[src/eboxPkg.sv]
`default_nettype none

package eboxPkg;

  localparam int wordWidth    = 36;  // Machine word
  localparam int cramAdrWidth = 8;
  localparam int cramDepth    = 256; // Control store words
  localparam int magicWidth   = 9;   // Microword magic number

  typedef logic [wordWidth-1:0]    word_t;
  typedef logic [cramAdrWidth-1:0] cramAdr_t;
  typedef logic [magicWidth-1:0]   magic_t;

  // AD function select, arithmetic wraps at 36 bits
  typedef enum logic [2:0] {
    adA,       // AR
    adAplusB,  // AR + BR
    adAminusB, // AR - BR
    adAandB,
    adAorB,
    adAxorB,
    adB,       // BR
    adAplus1   // AR + 1
  } adFunc_t;

  typedef enum logic [1:0] {
    arHold,
    arAd,
    arEbus,
    arMagic    // Magic field, zero-extended
  } arSel_t;

  typedef struct packed {
    cramAdr_t j;         // Next control-store address
    adFunc_t  ad;
    arSel_t   arSel;
    logic     brLoad;    // BR takes AR
    logic     ebusDrive; // Publish AD on EBUS
    logic     halt;
    magic_t   magic;
  } microWord_t;

  // Controls from the decoder to the data path and EBUS driver
  typedef struct packed {
    adFunc_t ad;
    arSel_t  arSel;
    logic    brLoad;
    logic    ebusDrive;
    magic_t  magic;
  } edpCtl_t;

  typedef enum logic {
    seqIdle,
    seqRun
  } seqState_t;

endpackage : eboxPkg

`default_nettype wire
[src/ebusDriver.sv]
`timescale 1ns/10ps
`default_nettype none

module ebusDriver (
  input  wire                   eboxClk,
  input  wire                   arstN,
  input  wire eboxPkg::edpCtl_t edpCtl,
  input  wire eboxPkg::word_t   adOut,
  output eboxPkg::word_t        ebusData,
  output logic                  edpDrivingEbus
);

  always_ff @(posedge eboxClk or negedge arstN) begin
    if (!arstN) begin
      ebusData       <= '0;
      edpDrivingEbus <= 1'b0;
    end else begin
      edpDrivingEbus <= edpCtl.ebusDrive; // High for one cycle per drive word
      if (edpCtl.ebusDrive) begin
        ebusData <= adOut;                // Holds between drive words
      end
    end
  end

endmodule : ebusDriver

`default_nettype wire

[config.mk]
export PLATFORM = sky130hd
export DESIGN_NAME = ebusDriver
export DESIGN_NICKNAME = d
export VERILOG_FILES = /design/src/eboxPkg.sv /design/src/ebusDriver.sv
export SDC_FILE = /design/constraint.sdc
export NUM_CORES = 1
export LEC_CHECK = 0
export BUFFER_PORTS_ARGS = -buffer_cell sky130_fd_sc_hd__buf_2
export CAP_MARGIN = 20
export CELL_PAD_IN_SITES_DETAIL_PLACEMENT = 1
export CELL_PAD_IN_SITES_GLOBAL_PLACEMENT = 2
export CORE_MARGIN = 2
export CORE_UTILIZATION = 29
export CTS_CLUSTER_DIAMETER = 150
export CTS_CLUSTER_SIZE = 8
export DETAILED_ROUTE_END_ITERATION = 10
export HOLD_SLACK_MARGIN = 0.05
export PLACE_DENSITY = 0.89
export SYNTH_ARGS = -nofsm -noshare
export SYNTH_HDL_FRONTEND = slang
export SYNTH_SLANG_ARGS = --single-unit
[constraint.sdc]
create_clock -name eboxClk -period 1.6 [get_ports eboxClk]
set_clock_uncertainty 0.1 [all_clocks]
set_input_delay 0.32 -clock eboxClk [delete_from_list [all_inputs] [get_ports eboxClk]]
set_output_delay 0.32 -clock eboxClk [all_outputs]
set_load 0.02 [all_outputs]
==> qor.csv <==
metric;value;unit
hold endpoint;ebusData[7];
worst r2r src;ebusData[12];
most common cell after layout, fill and taps aside;buf_2;
Synthesized Nets;131;
placed insts;220;
peak per-stage delay on the critical path;0.40;ns
first-pass GRT wire length;5440;µm
Worst Setup Start Kind;flip-flop;
Starting Density;0.299;
# hold bufs at CTS;1;
Layout area overhead;36.5;%
Mapped Cells;77;
flop2flop setup slack;0.72;ns
Total Routing Usage GR;0.119;
PD cells;1130;nW/µm²
Final setup viols;0;
Hold Crit Depth;2;
CP Data Required Time;1.18;ns
commonest non-fill, non-tap cells in the layout;75 x buf_2, 37 x dfrtp_1, 30 x mux2_4, 6 x mux2_2, 5 x clkbuf_8;
share of layout cells above drive strength 1;0.755;
Period minus WS final;1.26;ns
total negative slack;0;ns
chip width;76.3;µm
GR Overflow Total;0;
Core Area;5070;µm²
Worst Setup End Kind;output port;
CTS tree;yes;
final worst-path cycle share;0.790;
via count;934;
hpwl dp;2340;µm
Avg Cell Area, Syn;19.7;µm²
die area;5820;µm²
maximum level of the CTS H-tree;2;
clk sinks;37;
I/O pin cnt;91;
Syn. warnings;0;
Peak VDD IR;0.363;mV
Reg2Reg Depth;1;
fin cells;229;
outcome;finished clean;
initial antenna violation count;0;
post-synthesis sequential area ratio;0.611;
Reg2Reg Capture Point;ebusData[12];
CP arrival;0.84;ns
layout filler cell count;572;
clock latency on the worst-skew pair;0.28;ns
Hold WC Path Type;in2reg;
chip height;76.3;µm
CP delay by family, top;flip-flops;
post-DR wirelength/cell;14.2;µm
utilization after layout;0.408;
Buf/Inv on CP;1;
Mapped Area;1520;µm²
Synth Register Bits;37;
crit path cell chain;buf_2;
Post-route DRC;0;
Port-buffer cells;75;
max-slew violations;0;
Fin. Hold Viols;0;
CTS root buffer;clkbuf_8;
CTS max path bufs;2;
final layout net count;212;
Pre-antenna DRT Iters;3;
crit-path max FO;2;
pre-CTS WS;0.300;ns
RSZ-0062 raised after global routing;no;
Slew HR;0.630;
min-delay src;adOut[7];
area post-placement;1950;µm²
Synth cell types;5;
initial DRC count;18;
fmax;0.791;GHz
Final WS setup;0.335;ns
Setup CP Type;reg2out;
largest net degree at the start of global routing;38;
Crit-path slowest cell;dfrtp_1;
ANT cells;0;
postcts setup bufs;0;
Routed WL;3250;µm
GP Congestion;0.679;
Antenna Nets Post-Route;0;
post-DR vias/cell;4.08;
worst-margin pin slew;0.554;ns
Max Cap Viol;0;
P_leak;1.08;nW
final instance area;2070;µm²
number of buffers created by CTS;5;
Resized Gates After CTS;0;
vias in the first global route;1052;
row count;26;
CTS clk-pin slew, worst paths;0.08;ns
[metal layers]
layer  global-route usage  share of wire  vias to the layer above
met5                    0              0                        -
met4               0.0436          0.015                        0
met2                0.194           0.49                       45
li1                     -              -                      429
met3               0.0355          0.061                        4
met1                0.149           0.43                      456
[final cells by class]
class / count / area [µm²] / share of cell area
clock buffer: 6 / 72.6 / 0.0351
clock inverter: 2 / 38.8 / 0.0188
timing repair buffer: 78 / 425 / 0.206
tap: 70 / 87.6 / 0.0423
sequential: 37 / 926 / 0.448
multi-input combinational: 36 / 518 / 0.250
[cell usage after synthesis]
| master | count | area share |
|---|---|---|
| mux2_2 | 6 | 0.045 |
| dfrtp_1 | 37 | 0.61 |
| mux2_4 | 30 | 0.30 |
| buf_6 | 1 | 0.0074 |
| buf_12 | 3 | 0.040 |
[power by group]
part           internal, mW  total (mW)  switching, mW  leakage (nW)
sequential             1.03        1.08         0.0481         0.433
clock                 0.468       0.796          0.328        0.0554
combinational         0.231       0.468          0.237         0.589
total                  1.73        2.34          0.613          1.08
[sequential cells by signal, summed over array words and instances, names as in the netlist]
| register | cells |
|---|---|
| edpDrivingEbus | 1 |
| ebusData | 36 |
[worst max-delay path by stage]
stage,to,slack (ns),cells past startpoint,from
after floorplan,ebusData[10],0.49,3,edpCtl[9]
after global placement,ebusData[3],0.31,3,edpCtl[9]
after detailed placement,ebusData[3],0.30,3,edpCtl[9]
after CTS,ebusData[12],0.32,1,ebusData[12]
after global routing,ebusData[12],0.29,1,ebusData[12]
final,ebusData[12],0.34,1,ebusData[12]
[cell families after synthesis]
logic type | Yosys count | share of synthesized area
mux | 36 | 0.342
buf+inv | 4 | 0.0471
flops | 37 | 0.611
[per-stage QoR]
stage          power, mW  hold WS (ns)
4_1_cts             2.38         0.150
3_5_place_dp        1.57         0.249
3_3_place_gp        1.55         0.232
6_report            2.34         0.163
5_1_grt             2.46         0.148
2_1_floorplan       1.39       -0.0756
Note: power is estimated with default switching activity, not from simulation.
