--- config.mk ---
export PLATFORM = sky130hd
export DESIGN_NAME = microSequencer
export DESIGN_NICKNAME = d
export VERILOG_FILES = /design/src/eboxPkg.sv /design/src/microSequencer.sv
export SDC_FILE = /design/constraint.sdc
export NUM_CORES = 1
export LEC_CHECK = 0
export CORE_MARGIN = 10
export CORE_UTILIZATION = 30
export CTS_CLUSTER_DIAMETER = 150
export DETAILED_ROUTE_END_ITERATION = 8
export DONT_BUFFER_PORTS = 1
export GPL_TIMING_DRIVEN = 1
export PLACE_DENSITY = 0.48
export SLEW_MARGIN = 10
export SYNTH_ARGS = -nofsm -noshare
export SYNTH_HDL_FRONTEND = slang
export SYNTH_SLANG_ARGS = --single-unit
--- constraint.sdc ---
create_clock -name eboxClk -period 0.9 [get_ports eboxClk]
set_input_delay 0.18 -clock eboxClk [delete_from_list [all_inputs] [get_ports eboxClk]]
set_output_delay 0.18 -clock eboxClk [all_outputs]
set_load 0.005 [all_outputs]
--- src/eboxPkg.sv ---
`default_nettype none

package eboxPkg;

  localparam int wordWidth    = 36;  // Machine word
  localparam int cramAdrWidth = 8;
  localparam int cramDepth    = 256; // Control store words
  localparam int magicWidth   = 9;   // Microword magic number

  typedef logic [wordWidth-1:0]    word_t;
  typedef logic [cramAdrWidth-1:0] cramAdr_t;
  typedef logic [magicWidth-1:0]   magic_t;

  // AD function select, arithmetic wraps at 36 bits
  typedef enum logic [2:0] {
    adA,       // AR
    adAplusB,  // AR + BR
    adAminusB, // AR - BR
    adAandB,
    adAorB,
    adAxorB,
    adB,       // BR
    adAplus1   // AR + 1
  } adFunc_t;

  typedef enum logic [1:0] {
    arHold,
    arAd,
    arEbus,
    arMagic    // Magic field, zero-extended
  } arSel_t;

  typedef struct packed {
    cramAdr_t j;         // Next control-store address
    adFunc_t  ad;
    arSel_t   arSel;
    logic     brLoad;    // BR takes AR
    logic     ebusDrive; // Publish AD on EBUS
    logic     halt;
    magic_t   magic;
  } microWord_t;

  // Controls from the decoder to the data path and EBUS driver
  typedef struct packed {
    adFunc_t ad;
    arSel_t  arSel;
    logic    brLoad;
    logic    ebusDrive;
    magic_t  magic;
  } edpCtl_t;

  typedef enum logic {
    seqIdle,
    seqRun
  } seqState_t;

endpackage : eboxPkg

`default_nettype wire
--- src/microSequencer.sv ---
`timescale 1ns/10ps
`default_nettype none

module microSequencer (
  input  wire                      eboxClk,
  input  wire                      arstN,
  input  wire                      start,
  input  wire eboxPkg::cramAdr_t   startAdr,
  input  wire eboxPkg::microWord_t cramWord,
  output eboxPkg::cramAdr_t        crAdr,
  output logic                     running,
  output logic                     halted
);

  eboxPkg::seqState_t state;
  eboxPkg::seqState_t stateNext;

  always_comb begin
    stateNext = state;
    case (state)
      eboxPkg::seqIdle: begin
        if (start) begin
          stateNext = eboxPkg::seqRun;
        end
      end
      eboxPkg::seqRun: begin
        if (cramWord.halt) begin
          stateNext = eboxPkg::seqIdle; // Halt word still executes this cycle
        end
      end
      default: stateNext = eboxPkg::seqIdle;
    endcase
  end

  always_ff @(posedge eboxClk or negedge arstN) begin
    if (!arstN) begin
      state  <= eboxPkg::seqIdle;
      crAdr  <= '0;
      halted <= 1'b0;
    end else begin
      state <= stateNext;
      if (state == eboxPkg::seqIdle) begin
        if (start) begin
          crAdr  <= startAdr; // Program entry point
          halted <= 1'b0;
        end
      end else begin
        crAdr <= cramWord.j;   // Follow the jump field
        if (cramWord.halt) begin
          halted <= 1'b1;      // Sticky until the next start
        end
      end
    end
  end

  assign running = (state == eboxPkg::seqRun);

endmodule : microSequencer

`default_nettype wire

==> flow_metrics.tcl <==
set metrics [dict create \
    cellInternalPower_mw 0.8715 \
    worstMarginPinSlew_ns 0.4444 \
    finalNetCount 84 \
    p_seq_frac 0.505 \
    setup_tns_ns -0.09166 \
    ys_seq_area_frac 0.5479 \
    clk_latency_ns 0.26 \
    ioPinCount 46 \
    fillers 159 \
    rsz0062_at_grt "true" \
    leakage_nw 0.2516 \
    clkSinkCount 10 \
    final_cell_area_sq_um 530.5 \
    cp-end-kind "output pin" \
    switchingPower_mw 0.3082 \
    placed_cell_area_sq_um 474.2 \
    dieArea_sq_mm 0.003483 \
    min_period_ns 0.9917 \
    yosysWarnings 0 \
    cap_viol_max_count 0 \
    syn_avg_cell_area_sq_um 10.87 \
    clockBufferDepth 2 \
    p_clk_frac 0.334 \
    power_density_mw_per_mm2 2224 \
    max_stage_delay_ns 0.40 \
    multiInputGateArea_sq_um 172.7 \
    crit_buf_inv 1 \
    drive_gt1_frac 0.1489 \
    die_h_um 59.02 \
    drcViolationCount 0 \
    holdWs_ns -0.0001597 \
    power_frac_comb 0.161 \
    track_usage 0.06935 \
    syn-num-nets 78 \
    cp_data_arrival_time_ns 0.81 \
    core-area_sq_mm 0.001471 \
    viasPerCell 5.190 \
    path_class "reg2out" \
    grt_start_max_net_pins 11 \
    clkSlewWorstSetupHoldPaths_ns 0.07 \
    cp-start-kind "flop" \
    cts_setup_buffers 0 \
    area.sequential_sq_um 250.2 \
    setup_viol 1 \
    slew_violations 0 \
    cp_data_required_time_ns 0.72 \
    rows 14 \
    path_delay_family "flip-flops" \
    crit_fanout 10 \
    firstDrtPassIters 2 \
    vias 327 \
    synth_area_sq_um 456.7 \
    grt.overflow.total 0 \
    drt-initial-drc-count 5 \
    skew_ns 0.006899 \
    insertedDiodeCount 0 \
    synth-seq-cells 10 \
    hp-class "in2reg" \
    status "finished with violations" \
    final_hold_viol_count 1 \
    timing.final.crit_share 1.102 \
    port_buffers 0 \
    path_cells "buf_12" \
    ir_drop_uv 909.0 \
    setup_ws_ns -0.09166 \
    drt-wirelength-per-cell_um 18.32 \
    hpwl_um 974.5 \
    switching_share 0.2613 \
    h-tree-depth 1 \
    fmax_mhz 1008 \
    slew_headroom 0.7028 \
    numCtsBuffers 3 \
    gp_congestion 0.7070 \
    yosys.cell_types.count 10 \
    routed_wl_um 1154 \
    grt_pass1_vias 368 \
    grt_antenna_before_repair 0 \
    crit_slowest_cell "dfrtp_1" \
    area_growth_pct 16.16 \
    grt_pass1_wl_um 1780 \
    failed_checks "hold timing, setup timing" \
    ctsRootBufferMaster "clkbuf_4" \
    synthCells 42 \
    cts_tree "yes" \
    start_util 0.3104 \
    drt.antenna.violating_nets 0 \
    die_x_um 59.02 \
]
-- stage by stage --
stage / worst slack, ns / total power, mW / cells / utilization
floorplan: 0.02116 / 0.7330 / 42 / -
global placement: 0.09132 / 0.7727 / 57 / 0.3223
detailed placement: 0.07363 / 0.7856 / 57 / 0.3223
CTS: -0.1049 / 1.206 / 63 / 0.3605
global route: -0.1180 / 1.254 / 63 / 0.3605
finish: -0.09166 / 1.180 / 63 / 0.3605
-- path summary, 6_finish.rpt --
| check | startpoint | end | slack [ns] | cells past startpoint |
|---|---|---|---|---|
| worst max register to register | running$_DFF_PN0_ | running$_DFF_PN0_ | 0.07 | 3 |
| max in group asynchronous | arstN | running$_DFF_PN0_ | 0.29 | 1 |
| worst min register to register | halted$_DFFE_PN0P_ | halted$_DFFE_PN0P_ | 0.57 | 2 |
| min in group asynchronous | arstN | crAdr[7]$_DFFE_PN0P_ | 0.29 | 1 |
| worst max-delay path | running$_DFF_PN0_ | running | -0.09 | 1 |
| worst min-delay path | start | halted$_DFFE_PN0P_ | -0.0002 | 1 |
-- cells in the mapped netlist --
master / count / area share
nand2_1: 8 / 0.066
inv_1: 1 / 0.0082
buf_4: 1 / 0.016
nor2_1: 1 / 0.0082
o21ai_1: 8 / 0.088
a21oi_2: 1 / 0.019
mux2i_1: 8 / 0.18
dfrtp_1: 10 / 0.55
o21ai_0: 2 / 0.022
buf_6: 2 / 0.049
-- routing by layer --
layer	GRT usage	vias to the layer above	routed length, um
met5	0	-	0
met4	0.01967	0	22
met3	0.07296	2	211
met2	0.1096	21	557
met1	0.05824	152	363
li1	-	152	-
-- final cells by class --
class                      count  area share
clock buffer                   4     0.06840
timing repair buffer           4     0.08962
tap                           16     0.03774
sequential                    10      0.4717
inverter                       1    0.007075
multi-input combinational     28      0.3255
-- cell families after synthesis --
logic type / synth area share
buffers and inverters: 0.07397
AND/OR/NAND/NOR: 0.07397
AO/OA/AOI/OAI: 0.1288
multiplexers: 0.1753
flip-flops: 0.5479
-- flip-flops by register name (all words and copies together) (netlist names) --
signal   flops
crAdr        8
halted       1
running      1
-- timing repair --
| action | in CTS | in global routing |
|---|---|---|
| hold buffers | 2 | 0 |
| endpoints found under the setup margin | 1 | 2 |
| resized for setup | 0 | 1 |
| hold endpoints to repair | 11 | 0 |
-- placed cells by master, fill, tap and decap left out --
| cell | n |
|---|---|
| mux2i_1 | 8 |
| dlygate4sd3_1 | 2 |
| a21oi_2 | 1 |
| clkbuf_4 | 3 |
| o21ai_0 | 1 |
| o21ai_1 | 9 |
| inv_1 | 1 |
| buf_12 | 1 |
| dfrtp_1 | 10 |
| nand2_1 | 8 |
| buf_4 | 1 |
| nor2_1 | 1 |
| clkbuf_8 | 1 |
-- power groups by stage --
stage / logic (mW) / clock network (mW) / registers (mW)
2_1_floorplan: 0.151 / 0 / 0.582
6_report: 0.190 / 0.394 / 0.596
4_1_cts: 0.193 / 0.413 / 0.600
3_5_place_dp: 0.178 / 0 / 0.607
3_3_place_gp: 0.166 / 0 / 0.606
5_1_grt: 0.218 / 0.427 / 0.608
(Power assumes the default switching activity.)
