**config.mk**
```make
export PLATFORM = sky130hd
export DESIGN_NAME = edpDatapath
export DESIGN_NICKNAME = d
export VERILOG_FILES = /design/src/eboxPkg.sv /design/src/edpDatapath.sv
export SDC_FILE = /design/constraint.sdc
export NUM_CORES = 1
export LEC_CHECK = 0
export ABC_AREA = 1
export BUFFER_PORTS_ARGS = -buffer_cell sky130_fd_sc_hd__buf_2
export CORE_MARGIN = 2
export CORE_UTILIZATION = 54
export DETAILED_ROUTE_END_ITERATION = 10
export PLACE_DENSITY_LB_ADDON = 0.3
export SKIP_CTS_REPAIR_TIMING = 1
export SYNTH_ARGS = -nofsm -noshare
export SYNTH_HDL_FRONTEND = slang
export SYNTH_SLANG_ARGS = --single-unit
```
**constraint.sdc**
```tcl
create_clock -name eboxClk -period 3.3 [get_ports eboxClk]
set_input_delay 0.495 -clock eboxClk [delete_from_list [all_inputs] [get_ports eboxClk]]
set_output_delay 0.495 -clock eboxClk [all_outputs]
set_load 0.1 [all_outputs]
```
**src/eboxPkg.sv**
```systemverilog
`default_nettype none

package eboxPkg;

  localparam int wordWidth    = 36;  // Machine word
  localparam int cramAdrWidth = 8;
  localparam int cramDepth    = 256; // Control store words
  localparam int magicWidth   = 9;   // Microword magic number

  typedef logic [wordWidth-1:0]    word_t;
  typedef logic [cramAdrWidth-1:0] cramAdr_t;
  typedef logic [magicWidth-1:0]   magic_t;

  // AD function select, arithmetic wraps at 36 bits
  typedef enum logic [2:0] {
    adA,       // AR
    adAplusB,  // AR + BR
    adAminusB, // AR - BR
    adAandB,
    adAorB,
    adAxorB,
    adB,       // BR
    adAplus1   // AR + 1
  } adFunc_t;

  typedef enum logic [1:0] {
    arHold,
    arAd,
    arEbus,
    arMagic    // Magic field, zero-extended
  } arSel_t;

  typedef struct packed {
    cramAdr_t j;         // Next control-store address
    adFunc_t  ad;
    arSel_t   arSel;
    logic     brLoad;    // BR takes AR
    logic     ebusDrive; // Publish AD on EBUS
    logic     halt;
    magic_t   magic;
  } microWord_t;

  // Controls from the decoder to the data path and EBUS driver
  typedef struct packed {
    adFunc_t ad;
    arSel_t  arSel;
    logic    brLoad;
    logic    ebusDrive;
    magic_t  magic;
  } edpCtl_t;

  typedef enum logic {
    seqIdle,
    seqRun
  } seqState_t;

endpackage : eboxPkg

`default_nettype wire
```
**src/edpDatapath.sv**
```systemverilog
`timescale 1ns/10ps
`default_nettype none

module edpDatapath (
  input  wire                   eboxClk,
  input  wire                   arstN,
  input  wire eboxPkg::edpCtl_t edpCtl,
  input  wire eboxPkg::word_t   ebusIn,
  output eboxPkg::word_t        adOut
);

  eboxPkg::word_t ar;
  eboxPkg::word_t br;
  eboxPkg::word_t magicExt;
  eboxPkg::word_t arNext;

  assign magicExt = {{(eboxPkg::wordWidth - eboxPkg::magicWidth){1'b0}}, edpCtl.magic};

  // AD function unit, all sums wrap at the word width
  always_comb begin
    adOut = ar;
    case (edpCtl.ad)
      eboxPkg::adA:       adOut = ar;
      eboxPkg::adAplusB:  adOut = ar + br;
      eboxPkg::adAminusB: adOut = ar - br;
      eboxPkg::adAandB:   adOut = ar & br;
      eboxPkg::adAorB:    adOut = ar | br;
      eboxPkg::adAxorB:   adOut = ar ^ br;
      eboxPkg::adB:       adOut = br;
      eboxPkg::adAplus1:  adOut = ar + eboxPkg::wordWidth'(1);
      default:            adOut = ar;
    endcase
  end

  // AR source mux
  always_comb begin
    case (edpCtl.arSel)
      eboxPkg::arAd:    arNext = adOut;
      eboxPkg::arEbus:  arNext = ebusIn;
      eboxPkg::arMagic: arNext = magicExt;
      default:          arNext = ar;      // arHold
    endcase
  end

  always_ff @(posedge eboxClk or negedge arstN) begin
    if (!arstN) begin
      ar <= '0;
      br <= '0;
    end else begin
      ar <= arNext;
      if (edpCtl.brLoad) begin
        br <= ar;                         // Old AR, same edge as AR load
      end
    end
  end

endmodule : edpDatapath

`default_nettype wire

```
==> flow_summary_export.csv <==
group,metric,value,unit
die,coreArea,16000,µm²
pwr,p_leak,0.006871,µW
global_route,grt_pass1_vias,10850,
timing,holdWs,0.3128,ns
clock_network,path_clk_slew,0.06,ns
detailed_routing,viasPerCell,6.501,
critical_path,arrival,4.16,ns
critical_path,worstSetupPathType,"reg2out",
critical_path,cp.required,2.80,ns
critical_path,start_kind,"flop",
timing,fin_crit,4.656,ns
run,cap_violations,0,
clock_network,htree_levels,3,
status,violations,"setup timing",
clock_network,cts_buffers,9,
die,initial_core_util,55.58,%
detailed_routing,drtAntennaViolNets,0,
timing,final.setup_skew,0.01161,ns
timing,min_period_over_period,141.1,%
critical_path,crit_slowest_cell,"dfrtp_1",
logic_synthesis,ys_types,48,
layout,nets,1887,
logic_synthesis,yosysWarnings,0,
pwr,p_per_area,570.8,nW/µm²
clock_network,cts_tree,"yes",
logic_synthesis,ys_seq_area_share,20.26,%
critical_path,cp_cell_sequence,"inv_2 -> ha_4 -> nand3_4 -> nor2_4 -> nand3_4 -> nor2_4 -> buf_6 -> buf_6 -> buf_6 -> a31oi_4 -> o21ai_2 -> a21oi_2 -> ha_4 -> nand2_4 -> nor2_4 -> nand2_1 -> inv_1 -> nand4_1 -> nand3b_1 -> nand2_1 -> nand3_1 -> nand3_2 -> a21boi_4 -> buf_12",
logic_synthesis,syn_nets,1567,
logic_synthesis,syn_inst,1403,
pwr,p_int,3972,µW
logic_synthesis,synth_compound_area_share,24.23,%
placement,place_hpwl,26820,µm
logic_synthesis,syn_avg_cell_area,6.339,µm²
pwr,clkPwrFrac,13.9,%
critical_path,cp-end-kind,"primary output",
layout,syn2layout_area_growth,61.21,%
critical_path,slowest_delay,0.43,ns
logic_synthesis,ys_ff_latch,72,
detailed_routing,vias,12630,
placement,gp_congestion,1.062,
logic_synthesis,synth_xor_area_share,0,%
timing,report.final.slew_viol_count,0,
timing,max_slew_margin,20.69,%
clock_network,numClockSinks,72,
timing,tightest_slew,1.160,ns
critical_path,path_buf_inv,6,
timing,rsz0062_at_grt,"yes",
pwr,switching_share,51.47,%
critical_path,critical_path.top_delay_family,"simple AND/OR/NAND/NOR gates",
pwr,ir_drop,525.4,µV
timing,finalHoldViolations,0,
global_route,grt_overflow,0,
pwr,pwr-share-seq,14.6,%
detailed_routing,drt_pass1_iterations,7,
clock_network,clock_latency,0.37,ns
logic_synthesis,synthTopCellsByArea,"dfrtp_1 20%, nand2_1 16%, ha_1 15%",
die,dieArea,17510,µm²
clock_network,cts.root.buffer_cell,"clkbuf_16",
critical_path,cp_max_fo,4,
status,status,"finished, violations left",
timing,worst_slack,-1.356,ns
die,die_h,132.3,µm
timing,finalSetupTns,-41.73,ns
logic_synthesis,yosys.area_share.simple,30.19,%
global_route,grt_pass1_wl,55990,µm
timing,timing.fmax,0.2148,GHz
global_route,grt_antenna_before_repair,0,
die,io_pins,90,
logic_synthesis,synth_top_cell_by_area,"dfrtp_1",
layout,final_common_cell,"nand2_1",
detailed_routing,drt_iter0_drc,1444,
logic_synthesis,synth_top_family_by_area,"simple AND/OR/NAND/NOR gates",
layout,final_util,89.61,%
placement,io_buffers,88,
logic_synthesis,ys_async_sr_fraction,100.0,%
timing,setup_viol,58,
global_route,grt_usage,40.17,%
detailed_routing,drc,0,
logic_synthesis,synth_top_area_share,20.26,%
logic_synthesis,synth_fa_ha_area_share,15.56,%
layout,layout_common_cells,"301 x nand2_1, 246 x buf_4, 146 x inv_1",
layout,antenna_cells,0,
pwr,combPwrFrac,71.5,%
die,core.rowCount,46,
die,die-width,132.3,µm
logic_synthesis,synth_area,8894,µm²
logic_synthesis,synth_ff_type,"dfrtp_1",
placement,place_area,12130,µm²
detailed_routing,wl,43940,µm
global_route,grt_max_degree,73,
detailed_routing,wl_per_cell,22.61,µm
logic_synthesis,synth.area.mux_share,0,%
placement,place_ws,-0.8440,ns
layout,final_area,14340,µm²
logic_synthesis,synth-edff-count,0,
min_path,min_path_type,"in2async",
layout,drive_above_1_share,43.08,%
pwr,switchingPower,4212,µW
clock_network,clockBufferDepth,2,
[cell type report]
cell class / count / area (µm²)
clock buffers: 9 / 225.2
clock inverters: 6 / 85.08
fillers: 791 / 1663
inverters: 172 / 663.1
multi-input cells: 1110 / 8139
flip-flops and latches: 72 / 1802
well taps: 216 / 270.3
repair buffers: 358 / 3153
[registers in the layout, indices dropped and copies added (netlist names)]
signal / count
br: 36
ar: 36
[worst paths after layout]
check / depth (start not counted) / end / slack (ns) / from
max in group asynchronous: 1 / ar[28] / 2.29 / arstN
min in group eboxClk: 3 / ar[23] / 0.35 / ebusIn[23]
setup reg to reg: 27 / ar[23] / -0.53 / br[1]
hold reg to reg: 2 / br[7] / 0.60 / ar[7]
setup / recovery: 24 / adOut[33] / -1.36 / br[1]
hold / removal: 1 / ar[5] / 0.31 / arstN
[cells by family (layout without fill, tap and decap cells)]
logic type	after synthesis	count (layout)
DFF	72	72
buffers and inverters	221	545
AOI/OAI and AO/OA	363	363
and+or+nand+nor	637	637
adders and majority gates	110	110
[synth_stat cells, drive strengths merged, types with 4 or more instances]
library cell	number
clkbuf	32
nor2	128
a22oi	28
a2111oi	10
a211oi	22
or2	9
nor3	18
a21oi	87
a21o	4
nand4	9
o221ai	12
buf	17
ha	109
a31oi	4
nand2	380
o21bai	5
a221oi	6
nand3	76
a21boi	12
o21ai	156
dfrtp	72
o211ai	10
inv	171
nand3b	13
[per-layer routing]
metal	GRT usage (%)	vias to the layer above	wire, µm
li1	-	5380	-
met1	56.72	5814	16060
met2	61.92	1131	19080
met3	7.997	306	5925
met4	12.25	0	2869
met5	0	-	0
[worst register-to-register path: stages (launching register included)]
cell and delay [ns]:
dfrtp_1 0.43, inv_2 0.11, ha_4 0.16, nand3_4 0.09
nor2_4 0.13, nand3_4 0.09, nor2_4 0.12, buf_6 0.13
buf_6 0.10, buf_6 0.10, a31oi_4 0.08, o21ai_2 0.15
a21oi_2 0.06, ha_4 0.40, nand2_4 0.13, nor2_4 0.17
inv_2 0.05, nor3_2 0.20, buf_4 0.14, buf_4 0.09
nand3_1 0.11, nand3_4 0.12, a21oi_2 0.06, o21ai_2 0.12
buf_4 0.16, nand2_1 0.06, nand3_1 0.09, nand3_1 0.07
[power groups by stage]
stage | Clock, µW | Sequential (µW) | Combinational (µW)
floorplan | 0 | 1150 | 2690
global placement | 0 | 1160 | 4450
detailed placement | 0 | 1170 | 4540
CTS | 1100 | 1160 | 4570
global route | 1150 | 1200 | 6090
finish | 1140 | 1190 | 5860
[per-stage QoR]
stage | std cells | total power (µW)
after global placement | 1879 | 5617
after CTS | 1894 | 6833
after floorplan | 1403 | 3836
final | 1943 | 8184
after detailed placement | 1879 | 5716
after global routing | 1943 | 8443
No activity file was read; power rests on OpenSTA's default activity.
